===== src/hw/cbuf_pkg.sv =====
// convolution buffer package with bank sizes, vector types and ICB channel structs
package cbuf_pkg;

	localparam int ATOMIC_C = 4; // channel parallelism
	localparam int LANE_BYTES = ATOMIC_C * 2; // two bytes per channel
	localparam int DATA_W = LANE_BYTES * 8;
	localparam int BANK_N = 8;
	localparam int BANK_DEPTH = 64; // rows per bank
	localparam int WORD_ADDR_LSB = $clog2(LANE_BYTES); // alignment bits, dropped

	// byte address on the ICB side
	typedef logic [31:0] icb_addr_t;

	// one buffer word and its byte mask
	typedef logic [DATA_W-1:0] cbuf_data_t;
	typedef logic [LANE_BYTES-1:0] cbuf_mask_t;

	// bank coordinates
	typedef logic [$clog2(BANK_N)-1:0] bank_idx_t;
	typedef logic [$clog2(BANK_DEPTH)-1:0] bank_row_t;

	// 0..BANK_N, needs one extra bit
	typedef logic [$clog2(BANK_N):0] bank_cnt_t;

	// command channel payload, 105 bits
	typedef struct packed {
		icb_addr_t addr;
		logic read; // 1 = read, 0 = masked write
		cbuf_data_t wdata;
		cbuf_mask_t wmask;
	} icb_cmd_t;

	// response channel payload, 65 bits
	typedef struct packed {
		cbuf_data_t rdata;
		logic err; // out of region
	} icb_rsp_t;

	// single bank access from one port controller
	typedef struct packed {
		logic en;
		cbuf_mask_t wen; // all zero for a read
		bank_idx_t bank;
		bank_row_t row;
		cbuf_data_t wdata;
	} bank_req_t;

endpackage

===== src/hw/icb_reg_slice.sv =====
// two-entry skid register slice for one valid/ready channel
`timescale 1ns/1ns

module icb_reg_slice import cbuf_pkg::*; #(
	parameter type payload_t = icb_cmd_t
)(
	input  logic     aclk,
	input  logic     rst_n,

	// upstream side
	input  payload_t in_data,
	input  logic     in_valid,
	output logic     in_ready,

	// downstream side
	output payload_t out_data,
	output logic     out_valid,
	input  logic     out_ready
);

	payload_t main_data; // drives the output
	logic main_valid;
	payload_t side_data; // catches the item taken while the output stalls
	logic side_valid;
	logic main_free;

	// main register can take a new item this cycle
	assign main_free = ~main_valid | out_ready;

	// ready only looks at a register, so no path from out_ready
	assign in_ready = ~side_valid;

	assign out_data = main_data;
	assign out_valid = main_valid;

	always_ff @(posedge aclk or negedge rst_n) begin
		if (!rst_n) begin
			main_valid <= 1'b0;
			side_valid <= 1'b0;
		end else if (main_free) begin
			main_valid <= side_valid | in_valid; // side entry drains first
			side_valid <= 1'b0;
		end else if (in_valid && in_ready) begin
			side_valid <= 1'b1;
		end
	end

	always_ff @(posedge aclk) begin
		if (main_free)
			main_data <= side_valid ? side_data : in_data;

		// output stalled, park the incoming item
		if (!main_free && in_valid && in_ready)
			side_data <= in_data;
	end

endmodule


===== config.mk =====
export PLATFORM = sky130hd
export DESIGN_NAME = icb_reg_slice
export DESIGN_NICKNAME = d
export VERILOG_FILES = /design/src/hw/cbuf_pkg.sv /design/src/hw/icb_reg_slice.sv
export SDC_FILE = /design/constraint.sdc
export NUM_CORES = 1
export LEC_CHECK = 0
export BUFFER_PORTS_ARGS = -buffer_cell sky130_fd_sc_hd__buf_4
export CAP_MARGIN = 20
export CORE_MARGIN = 4
export CORE_UTILIZATION = 25
export CTS_BUF_LIST = sky130_fd_sc_hd__clkbuf_4
export DETAILED_ROUTE_END_ITERATION = 8
export SYNTH_ARGS = -nofsm -noshare
export SYNTH_HDL_FRONTEND = slang
export SYNTH_SLANG_ARGS = --single-unit

===== constraint.sdc =====
create_clock -name aclk -period 16.4 [get_ports aclk]
set_clock_uncertainty 0.2 [all_clocks]
set_input_delay 0.82 -clock aclk [delete_from_list [all_inputs] [get_ports aclk]]
set_output_delay 0.82 -clock aclk [all_outputs]
set_load 0.01 [all_outputs]

* Yosys cells after proc, flatten, opt, wreduce, memory -nomap -nowiden
Cells that the tools add are included.
** Word-level totals
- Register bits :: 212
- Bits in latches :: 0
- RAM bits :: 0
- Bits in read-only memories :: 0
- Input port bits :: 109
- Output and inout port bits :: 107
- Logic and storage cells :: 22
- Memories kept :: 0
** Operators by class
- $add $sub $neg :: 0
- Multipliers :: 0
- Div/mod/pow operators :: 0
- Magnitude comparators :: 0
- Eq/ne operators :: 0
- Shift-type cells :: 0
- Mux-type cells :: 3
- Bitwise gates (word level) :: 4
- Reduce and logical (&&, ||, !) cells :: 5
** Operator list (number)
- two-way mux 105 bit :: 1
- logical AND 1 bit :: 3
- two-way mux 1 bit :: 2
- NOT 1 bit :: 2
- bitwise OR 1 bit :: 2
- nonzero test 2 bit :: 1
- zero test 1 bit :: 1

* Depth between registers and ports, before layout
- Word-level depth :: 5
- Gate-level depth with buffers :: 5
- Gate-level depth less buffers :: 2

* Least setup slack after synthesis
No wires, ideal clock.
- Path kind :: in2reg
- Start point :: input port out_ready
- End point :: register side_data[0] (netlist bit), enable pin
- Setup time :: 718 ps
- Arrival :: 11267 ps
- Required time :: 15482 ps
- Path slack :: 4215 ps
- Cell stages on the path :: 2
- Path buffers :: 0
- Cell sequence :: nand2b_1 -> nor3b_1
** On the way
- Cells in the longest elaborated chain, start to end :: 4
** RTL lines
- start: declaration :: RTL line icb_reg_slice.sv:18 : input logic out_ready
- bitwise OR 1 bit :: RTL line icb_reg_slice.sv:28 : assign main_free = ~main_valid | out_ready;
- zero test 1 bit :: RTL line icb_reg_slice.sv:53 : if (!main_free && in_valid && in_ready)
- logical AND 1 bit (2 in series) :: RTL line icb_reg_slice.sv:53
- end signal: assignment :: RTL line icb_reg_slice.sv:54 : side_data <= in_data;
- end: declaration :: RTL line icb_reg_slice.sv:23 : payload_t side_data;
No other way between the ends.
A chain may end at the register's enable or synchronous reset.

* Worst setup path after layout
- Start point :: register side_valid
- End point :: output port in_ready
** On the way
- Cells in the longest elaborated chain, start to end :: 1
** RTL lines
- start: declaration :: RTL line icb_reg_slice.sv:24 : logic side_valid;
- start signal: assignment :: RTL line icb_reg_slice.sv:39 : side_valid <= 1'b0;
- start signal: assignment :: RTL line icb_reg_slice.sv:42 : side_valid <= 1'b0;
- start signal: assignment :: RTL line icb_reg_slice.sv:44 : side_valid <= 1'b1;
- NOT 1 bit :: RTL line icb_reg_slice.sv:31 : assign in_ready = ~side_valid;
- end: declaration :: RTL line icb_reg_slice.sv:13 : output logic in_ready,
No other way between the ends.

==> results.sh <==
export IMPL_drt_antenna_violating_nets=0
export IMPL_post_synth_cell_area_avg_sq_um=23.0
export IMPL_grt_setup_unrepaired="no"
export IMPL_worst_path_maximum_fanout=56
export IMPL_cts_root_to_sink_buffers=3
export IMPL_fin_total_pwr_mw=1.22
export IMPL_finalHoldViolCount=0
export IMPL_die_area_sq_um=33700
export IMPL_placeableCoreArea_sq_um=30500
export IMPL_route_detailed_drc=0
export IMPL_routed_via_count=4146
export IMPL_synth_largest_area_cell="edfxtp_1"
export IMPL_worst_ep_required_time_ns=15.38
export IMPL_gp_routability_congestion=0.694
export IMPL_netlist_top_cells_count="edfxtp_1 (210), mux2_2 (88), mux2_4 (17)"
export IMPL_via_density_per_instance=4.02
export IMPL_cts_root_buf="clkbuf_4"
export IMPL_synth_main_ff_cell="edfxtp_1"
export IMPL_routed_wirelength_um=16700
export IMPL_fp_row_count=64
export IMPL_ios=216
export IMPL_grt_overflow_total=0
export IMPL_worst_path_arrival_time_ns=2.72
export IMPL_power_leakage_nw=3.98
export IMPL_h_tree_level_count=2
export IMPL_hold_path_class="input pin to flop"
export IMPL_tritoncts="done"
export IMPL_vdd_ir_drop_max_uv=65.6
export IMPL_synthMostInstantiatedCell="edfxtp_1"
export IMPL_cts_repair_timing_setup_buffer_count=0
export IMPL_cts_buffers_inserted=56
export IMPL_first_global_vias=4408
export IMPL_seq_area_sq_um=6360
export IMPL_nFillCells=2925
export IMPL_worst_setup_path_start_kind="flop"
export IMPL_floorplan_initialDensity_pct=25.3
export IMPL_synthesis_instances=335
export IMPL_endpoint_kind="output port"
export IMPL_global_routing_usage_summed_across_all_routing_layers_pct=9.34
export IMPL_synth_seq_cells=212
export IMPL_time_the_final_worst_path_needs_with_i_o_delays_and_setup_ns=3.74
export IMPL_netlist_area_sq_um=7720
export IMPL_worst_slack_on_hold_paths_ns=0.173
export IMPL_synthesis_nets=444
export IMPL_clock_fmax_mhz=267
export IMPL_diodes=0
export IMPL_synth_edff_count=210
export IMPL_largest_net_degree_at_the_start_of_global_routing=79
export IMPL_synth_top_cell_area_share_pct=81.7
export IMPL_detailed_place_area_sq_um=9790
export IMPL_final_layout_size_suffix_gt1_share_pct=64.9
export IMPL_wl_per_cell_um=16.2
export IMPL_worst_slew_pin_slew_ns=1.02
export IMPL_die_w_um=184
export IMPL_synth_lib_cells_used_distinct=11
export IMPL_ys_seq_area_share_pct=82.4
export IMPL_cap_violations=0
export IMPL_drt_pre_antenna_iters=4
export IMPL_result_of_the_run="finished clean"
export IMPL_setup_tns_ns=0
export IMPL_grt_antenna_before_repair=1
export IMPL_final_cell_area_sq_um=10500
export IMPL_hpwlAfterDp_um=10600
export IMPL_synthesis_yosys_warnings=0
export IMPL_ys_top_cells_by_area="edfxtp_1 (82%), mux2_2 (13%), mux2_4 (3.3%)"
export IMPL_post_route_period_util_pct=22.8
export IMPL_setup_violations=0
export IMPL_detail_route_iter0_violations=185
export IMPL_timing_worst_setup_path_type="flop to output port"
export IMPL_power_density_nw_per_um2=116
export IMPL_areaGrowthSynthToFinish_pct=35.9
export IMPL_tritoncts_num_sinks=212
export IMPL_first_pass_grt_wire_length_um=24500
export IMPL_worst_skew_pair_late_latency_ns=0.62
export IMPL_number_of_buffers_inserted_by_port_buffering=215
export IMPL_asyncSetResetFlopFracSynth_pct=0.943
export IMPL_nNetsFinal=711
export IMPL_slew_headroom_pct=31.7
export IMPL_multiInputGateArea_sq_um=1280
export IMPL_chipHeight_um=184
export IMPL_clkTransAtPathRegs_ns=0.07
export IMPL_drv_slew=0
[kinds of logic (layout without fill, tap and decap cells)]
logic type / count (synthesis) / after routing / share of synthesized area, %
multiplexers: 105 / 105 / 16.2
flip-flops: 212 / 212 / 82.4
AND/OR/NAND/NOR: 5 / 5 / 0.324
buffers and inverters: 13 / 314 / 1.15
[routing by layer]
metal  share of wire (%)  GRT usage (%)  vias up  wire length, um
met4                 2.9           3.96        2              479
met5               0.054              0        -                9
met1                  39           11.1     1990             6600
met3                  12           4.83       47             1980
li1                    -              -     1915                -
met2                  46           14.3      192             7680
[registers in the layout, summed over array words and instances, names as in the netlist]
name        flops
out_valid       1
out_data      105
side_valid      1
side_data     105
[layout by cell type (no fill, tap or decap)]
cell type	n
mux2_4	17
nand2b_4	1
edfxtp_1	210
dfrtp_1	1
clkbuf_4	84
buf_4	219
nor2_1	2
buf_16	1
clkinv_1	7
nor3b_2	1
inv_1	1
nand2_1	1
dfrtp_4	1
dlygate4sd3_1	1
mux2_2	88
clkinv_2	1
[critical path: stages, from the launching register on]
cell and delay, ns:
dfrtp_4 0.90, buf_4 0.78, inv_1 0.09, buf_4 0.17
[through the flow]
stage / setup WS, ns / util, % / std cells
floorplan: 4.22 / - / 335
global placement: 13.19 / 32.1 / 938
detailed placement: 13.16 / 32.1 / 938
CTS: 12.57 / 34.3 / 1031
global route: 12.48 / 34.4 / 1032
finish: 12.66 / 34.4 / 1032
[repair_timing]
action                    4_1_cts  5_1_grt
gates resized for setup         0        0
hold endpoints to repair        2        0
hold buffers                    1        0
[power by group]
group / leakage, nW / switching, mW / total [mW] / internal (mW)
combinational: 1.54 / 0.0565 / 0.128 / 0.0716
clock: 0.401 / 0.205 / 0.435 / 0.230
sequential: 2.04 / 0.0149 / 0.657 / 0.643
[final cells by class]
class,instances,share of cell area [%]
flip-flops and latches,212,60.6
multi-input cells,110,12.2
repair buffers,221,16.0
clock inverters,8,0.298
well taps,396,4.72
inverters,1,0.0358
clock buffers,84,6.01
[path summary, 6_finish.rpt]
check	start	end	slack, ns	cells after the start
hold / removal	in_data[25]	side_data[25]	0.17	1
setup / recovery	side_valid	in_ready	12.66	3
min in group asynchronous	rst_n	side_valid	0.34	2
hold reg to reg	side_data[95]	out_data[95]	0.34	1
setup reg to reg	side_valid	out_data[3]	13.71	2
max in group asynchronous	rst_n	side_valid	15.56	2
No activity file was read; power rests on OpenSTA's default activity.
