[src/hw/cbuf_pkg.sv]
// convolution buffer package with bank sizes, vector types and ICB channel structs
package cbuf_pkg;

	localparam int ATOMIC_C = 4; // channel parallelism
	localparam int LANE_BYTES = ATOMIC_C * 2; // two bytes per channel
	localparam int DATA_W = LANE_BYTES * 8;
	localparam int BANK_N = 8;
	localparam int BANK_DEPTH = 64; // rows per bank
	localparam int WORD_ADDR_LSB = $clog2(LANE_BYTES); // alignment bits, dropped

	// byte address on the ICB side
	typedef logic [31:0] icb_addr_t;

	// one buffer word and its byte mask
	typedef logic [DATA_W-1:0] cbuf_data_t;
	typedef logic [LANE_BYTES-1:0] cbuf_mask_t;

	// bank coordinates
	typedef logic [$clog2(BANK_N)-1:0] bank_idx_t;
	typedef logic [$clog2(BANK_DEPTH)-1:0] bank_row_t;

	// 0..BANK_N, needs one extra bit
	typedef logic [$clog2(BANK_N):0] bank_cnt_t;

	// command channel payload, 105 bits
	typedef struct packed {
		icb_addr_t addr;
		logic read; // 1 = read, 0 = masked write
		cbuf_data_t wdata;
		cbuf_mask_t wmask;
	} icb_cmd_t;

	// response channel payload, 65 bits
	typedef struct packed {
		cbuf_data_t rdata;
		logic err; // out of region
	} icb_rsp_t;

	// single bank access from one port controller
	typedef struct packed {
		logic en;
		cbuf_mask_t wen; // all zero for a read
		bank_idx_t bank;
		bank_row_t row;
		cbuf_data_t wdata;
	} bank_req_t;

endpackage
[src/hw/cbuf_port_ctrl.sv]
// per-region access controller with address mapping, bound check and response holding
`timescale 1ns/1ns

module cbuf_port_ctrl import cbuf_pkg::*; #(
	parameter bit is_kbuf = 1'b0 // 1 = kernel region, 0 = feature-map region
)(
	input  logic       aclk,
	input  logic       rst_n,

	input  bank_cnt_t  fmbufbankn, // banks given to the feature map

	// command from the register slice
	input  icb_cmd_t   cmd,
	input  logic       cmd_valid,
	output logic       cmd_ready,

	// bank array side
	output bank_req_t  bank_req,
	input  cbuf_data_t bank_rdata,

	// response toward the register slice
	output icb_rsp_t   rsp,
	output logic       rsp_valid,
	input  logic       rsp_ready
);

	localparam int LWORD_W = $bits(icb_addr_t) - WORD_ADDR_LSB;
	localparam int ROW_W = $bits(bank_row_t);

	logic [LWORD_W-1:0] lword; // logical word inside the region
	logic [LWORD_W-1:0] region_base;
	logic [LWORD_W-1:0] region_size;
	logic [LWORD_W-1:0] pword; // physical word over all banks
	logic in_bound;
	logic accept;

	// bank access in flight, result comes back next cycle
	logic s1_valid;
	logic s1_read;
	logic s1_err;

	icb_rsp_t rsp_q;
	logic rsp_valid_q;
	logic rsp_load;

	always_comb begin
		lword = cmd.addr[$bits(icb_addr_t)-1:WORD_ADDR_LSB];

		// kernel banks sit right after the feature-map banks
		region_base = is_kbuf ? LWORD_W'(fmbufbankn) * LWORD_W'(BANK_DEPTH) : '0;
		region_size = is_kbuf ? LWORD_W'(BANK_N - int'(fmbufbankn)) * LWORD_W'(BANK_DEPTH) :
			LWORD_W'(fmbufbankn) * LWORD_W'(BANK_DEPTH);

		in_bound = lword < region_size;
		pword = region_base + lword;
	end

	assign rsp_load = s1_valid & (~rsp_valid_q | rsp_ready);

	// no new access while the pending read data still waits in the bank register
	assign cmd_ready = ~s1_valid | rsp_load;
	assign accept = cmd_valid & cmd_ready;

	always_comb begin
		bank_req.en = accept & in_bound; // out of bounds never touches memory
		bank_req.wen = cmd.read ? '0 : cmd.wmask;
		bank_req.bank = pword[ROW_W +: $bits(bank_idx_t)];
		bank_req.row = pword[ROW_W-1:0];
		bank_req.wdata = cmd.wdata;
	end

	always_ff @(posedge aclk or negedge rst_n) begin
		if (!rst_n) begin
			s1_valid <= 1'b0;
			rsp_valid_q <= 1'b0;
		end else begin
			if (cmd_ready)
				s1_valid <= cmd_valid;
			if (rsp_load)
				rsp_valid_q <= 1'b1;
			else if (rsp_ready)
				rsp_valid_q <= 1'b0;
		end
	end

	always_ff @(posedge aclk) begin
		if (accept) begin
			s1_read <= cmd.read;
			s1_err <= ~in_bound;
		end
		if (rsp_load) begin
			rsp_q.rdata <= (s1_read && !s1_err) ? bank_rdata : '0; // writes and errors read 0
			rsp_q.err <= s1_err;
		end
	end

	assign rsp = rsp_q;
	assign rsp_valid = rsp_valid_q;

endmodule

[config.mk]
export PLATFORM = sky130hd
export DESIGN_NAME = cbuf_port_ctrl
export DESIGN_NICKNAME = d
export VERILOG_FILES = /design/src/hw/cbuf_pkg.sv /design/src/hw/cbuf_port_ctrl.sv
export SDC_FILE = /design/constraint.sdc
export NUM_CORES = 1
export LEC_CHECK = 0
export BUFFER_PORTS_ARGS = -buffer_cell sky130_fd_sc_hd__buf_2
export CORE_AREA = 2 2 128 130
export CTS_CLUSTER_SIZE = 25
export DETAILED_ROUTE_END_ITERATION = 7
export DIE_AREA = 0 0 130 132
export SYNTH_ARGS = -nofsm -noshare
export SYNTH_HDL_FRONTEND = slang
export SYNTH_SLANG_ARGS = --single-unit
[constraint.sdc]
create_clock -name aclk -period 3.35 [get_ports aclk]
set_clock_uncertainty 0.05 [all_clocks]
set_input_delay 0.5025 -clock aclk [delete_from_list [all_inputs] [get_ports aclk]]
set_output_delay 0.5025 -clock aclk [all_outputs]
set_load 0.01 [all_outputs]
# Word-level counts from Yosys, hierarchy flattened
# Index checks and enable logic that the tools add are counted.
# classes
magnitude_cmp	1
muxes	3
bitwise	8
n_reduce_logical	3
# op_table
operator	count
$lt A29 B10 Y1	1
$mux W8	1
$and A1 B1 Y1	3
$not A1 Y1	3
$mux W1	2
$or A1 B1 Y1	2
$reduce_bool A2 Y1	1
$logic_and A1 B1 Y1	1
$logic_not A1 Y1	1
# totals
register_bits	69
inputBits	177
output_inout_bits	149

# Logic depth before layout (Yosys ltp)
# depth
ltp_word	6
depth_mapped	5
mapped_depth_nobuf	5

# Worst setup path after synthesis
# OpenSTA, ideal clock, no wires.
# synth_timing
path_kind	input-to-reg
from	input rsp_ready
to	register rsp_q (netlist bit rsp[0]), enable pin
setup_time_ns	0.430
arrival_ns	2.143
required_ns	2.870
slack_ns	0.727
path_stages	2
path_buffers	0
path_cell_list	nand2b_1 > and2_1
# synth_between
elab_chain_cells	2
# synth_rtl
item	line	text
from (decl)	cbuf_port_ctrl.sv:24	input logic rsp_ready
$or A1 B1 Y1	cbuf_port_ctrl.sv:58	assign rsp_load = s1_valid & (~rsp_valid_q | rsp_ready);
$and A1 B1 Y1	cbuf_port_ctrl.sv:58	
net rsp_load	cbuf_port_ctrl.sv:44	logic rsp_load;
to (decl)	cbuf_port_ctrl.sv:42	icb_rsp_t rsp_q;
# The timed path passes the listed nets, and every way through them passes these cells.
# A chain may end at the register's enable or synchronous reset.

==> flow_metrics.tcl <==
set metrics [dict create \
    status "finished, final reports clean" \
    coreArea_mm2 0.0157 \
    worst-path-max-fanout 2 \
    dp_hpwl_mm 9.66 \
    critical_path_class "input port to output port" \
    p_leak_uw 0.00189 \
    crit_path_start "fmbufbankn[3]" \
    max_freq_mhz 419 \
    drt_wl_total_mm 11.5 \
    arrival_ns 1.84 \
    power_density_mw_per_mm2 525 \
    antenna_found_initial 1 \
    antenna_left 0 \
    hold_violations 0 \
    syn_to_final_growth_pct 29.4 \
    row_count 46 \
    final_common_cell "buf_2" \
    tightest_slew_ns 1.08 \
    setup_ws_ns 0.962 \
    placed_cell_area_mm2 0.00390 \
    dieArea_mm2 0.0172 \
    port_buffers 182 \
    maxCapViolCount 0 \
    clockBufferDepth 2 \
    gp_congestion 0.906 \
    dp_cells 565 \
    drt_iter0_markers 100 \
    nets 541 \
    period_share 0.713 \
    power_switching_uw 476 \
    avgSynthCellArea_um2 13.3 \
    clkPwrFrac 0.451 \
    cts_root_buf "clkbuf_16" \
    synth_seq_area_share 0.631 \
    drc 0 \
    final_cells 582 \
    cts.sinks 69 \
    insertion_delay_ns 0.32 \
    grt_pass1_vias 2070 \
    fin_setup_tns_ns 0 \
    wl_per_cell_um 19.7 \
    first_pass_iters 4 \
    intPower_uw 1740 \
    netlist_area_mm2 0.00327 \
    start_kind "input port" \
    drv_slew 0 \
    pre_cts_slack_ns 0.934 \
    die_w_um 130 \
    hp-class "input port to register" \
    drive_above_1_share 0.551 \
    rsz0062_at_grt "no" \
    numCtsBuffers 9 \
    finalSetupViolCount 0 \
    grt_pass1_wl_mm 15.2 \
    fin_area_mm2 0.00423 \
    hold_path_end "s1_valid$_DFFE_PN0N_" \
    timing.rr.start "s1_err$_DFFE_PP_" \
    min_from "cmd_valid" \
    final_cell_mix "buf_2 (182), edfxtp_1 (67), and2_1 (65), clkbuf_16 (9), nor2b_1 (8)" \
    end_kind "output port" \
    seqPwrFrac 0.457 \
    p_sw_frac 0.214 \
    track_usage 0.127 \
    vdd_drop_max_uv 192 \
    grt_overflow_total 0 \
    rr_worst_depth 2 \
    vias_per_cell 3.72 \
    pwr-share-comb 0.092 \
    grt_max_degree 65 \
    max-slew-margin-rel 0.281 \
    holdPathStages 2 \
    min_period_ns 2.39 \
    r2r-end "rsp[64]$_SDFFCE_PN0P_" \
    required_ns 2.80 \
    start_util 0.208 \
    htree_levels 3 \
    syn_inst 246 \
    die_height_um 132 \
    via_count 2164 \
    ios 326 \
    syn-num-nets 426 \
    cts_tree "yes" \
    clkTransAtPathRegs_ns 0.06 \
    netlist-cell-type-count 20 \
    yosys_warnings 0 \
    r2r_slack_ns 1.57 \
    synth-seq-cells 69 \
]
## synthesized netlist by cell type
cell type	n	area (um^2)
and3_1	1	6.26
inv_1	3	11.3
nor2_1	1	3.75
or4_4	1	11.3
or4_1	1	7.51
dfrtp_1	2	50.1
o211ai_1	1	7.51
and2_1	66	413
nor4_1	3	18.8
o2111a_1	1	11.3
nor2b_1	9	56.3
ha_1	3	37.5
o21ai_0	1	5.00
buf_2	1	5.00
clkbuf_1	6	22.5
a211oi_1	1	7.51
edfxtp_1	67	2010
nand2b_1	4	25.0
nand3b_1	1	7.51
buf_4	73	548
## per-layer routing
layer / track usage / share of wire / up-vias
li1: - / - / 983
met1: 0.110 / 0.29 / 963
met4: 0.0472 / 0.022 / 0
met5: 0 / 0 / -
met3: 0.0929 / 0.18 / 16
met2: 0.222 / 0.51 / 202
## cell families (layout without fill, tap and decap cells)
kind of cell / Yosys count / in the layout / share of synthesized area
fa+ha+maj: 3 / 3 / 0.0115
other cells: 0 / 1 / 0
flops: 69 / 69 / 0.631
compound gates: 4 / 4 / 0.00957
buf+inv: 83 / 202 / 0.180
simple gates: 87 / 87 / 0.168
## layout make-up
| class | instances | area [um^2] |
|---|---|---|
| fill | 1646 | 11500 |
| sequential | 69 | 2060 |
| timing repair buffer | 184 | 941 |
| multi-input combinational | 94 | 627 |
| tap | 216 | 270 |
| clock buffer | 9 | 225 |
| clock inverter | 6 | 88.8 |
| inverter | 3 | 11.3 |
| antenna | 1 | 2.50 |
## per-stage QoR
stage | power (uW) | utilization | hold WS, ns
after global placement | 1240 | 0.248 | 0.238
after detailed placement | 1240 | 0.248 | 0.241
after global routing | 2320 | 0.269 | 0.324
final | 2220 | 0.269 | 0.336
after floorplan | 1200 | - | 0.157
after CTS | 2260 | 0.269 | 0.319
## worst max-delay path: stages
cell and delay, ns:
buf_2 0.08, inv_1 0.03, ha_1 0.20, or4_1 0.52, nor2_1 0.16, o2111a_1 0.21, buf_2 0.13
## power by group through the flow
stage	combinational, uW	clock [uW]	sequential [uW]
finish	205	1000	1020
floorplan	131	0	1070
CTS	210	1040	1020
global route	225	1070	1020
detailed placement	208	0	1030
global placement	206	0	1030
## sequential cells by signal, indices dropped and copies added (netlist names)
signal / cells
rsp: 65
rsp_valid: 1
s1_err: 1
s1_read: 1
s1_valid: 1
## worst max-delay path by stage
| stage | end | slack, ns | cells after the start |
|---|---|---|---|
| after floorplan | rsp[0]$_DFFE_PP_ | 0.73 | 2 |
| after CTS | bank_req[81] | 0.93 | 7 |
| after global routing | bank_req[81] | 0.85 | 7 |
| final | bank_req[81] | 0.96 | 7 |
| after global placement | bank_req[81] | 0.95 | 7 |
| after detailed placement | bank_req[81] | 0.93 | 7 |
## repair_timing
action	CTS	global route
gates resized for setup	0	0
hold buffers	1	0
setup buffers	0	0
endpoints found under the hold margin	2	0
Power figures use the tool's default switching activity.
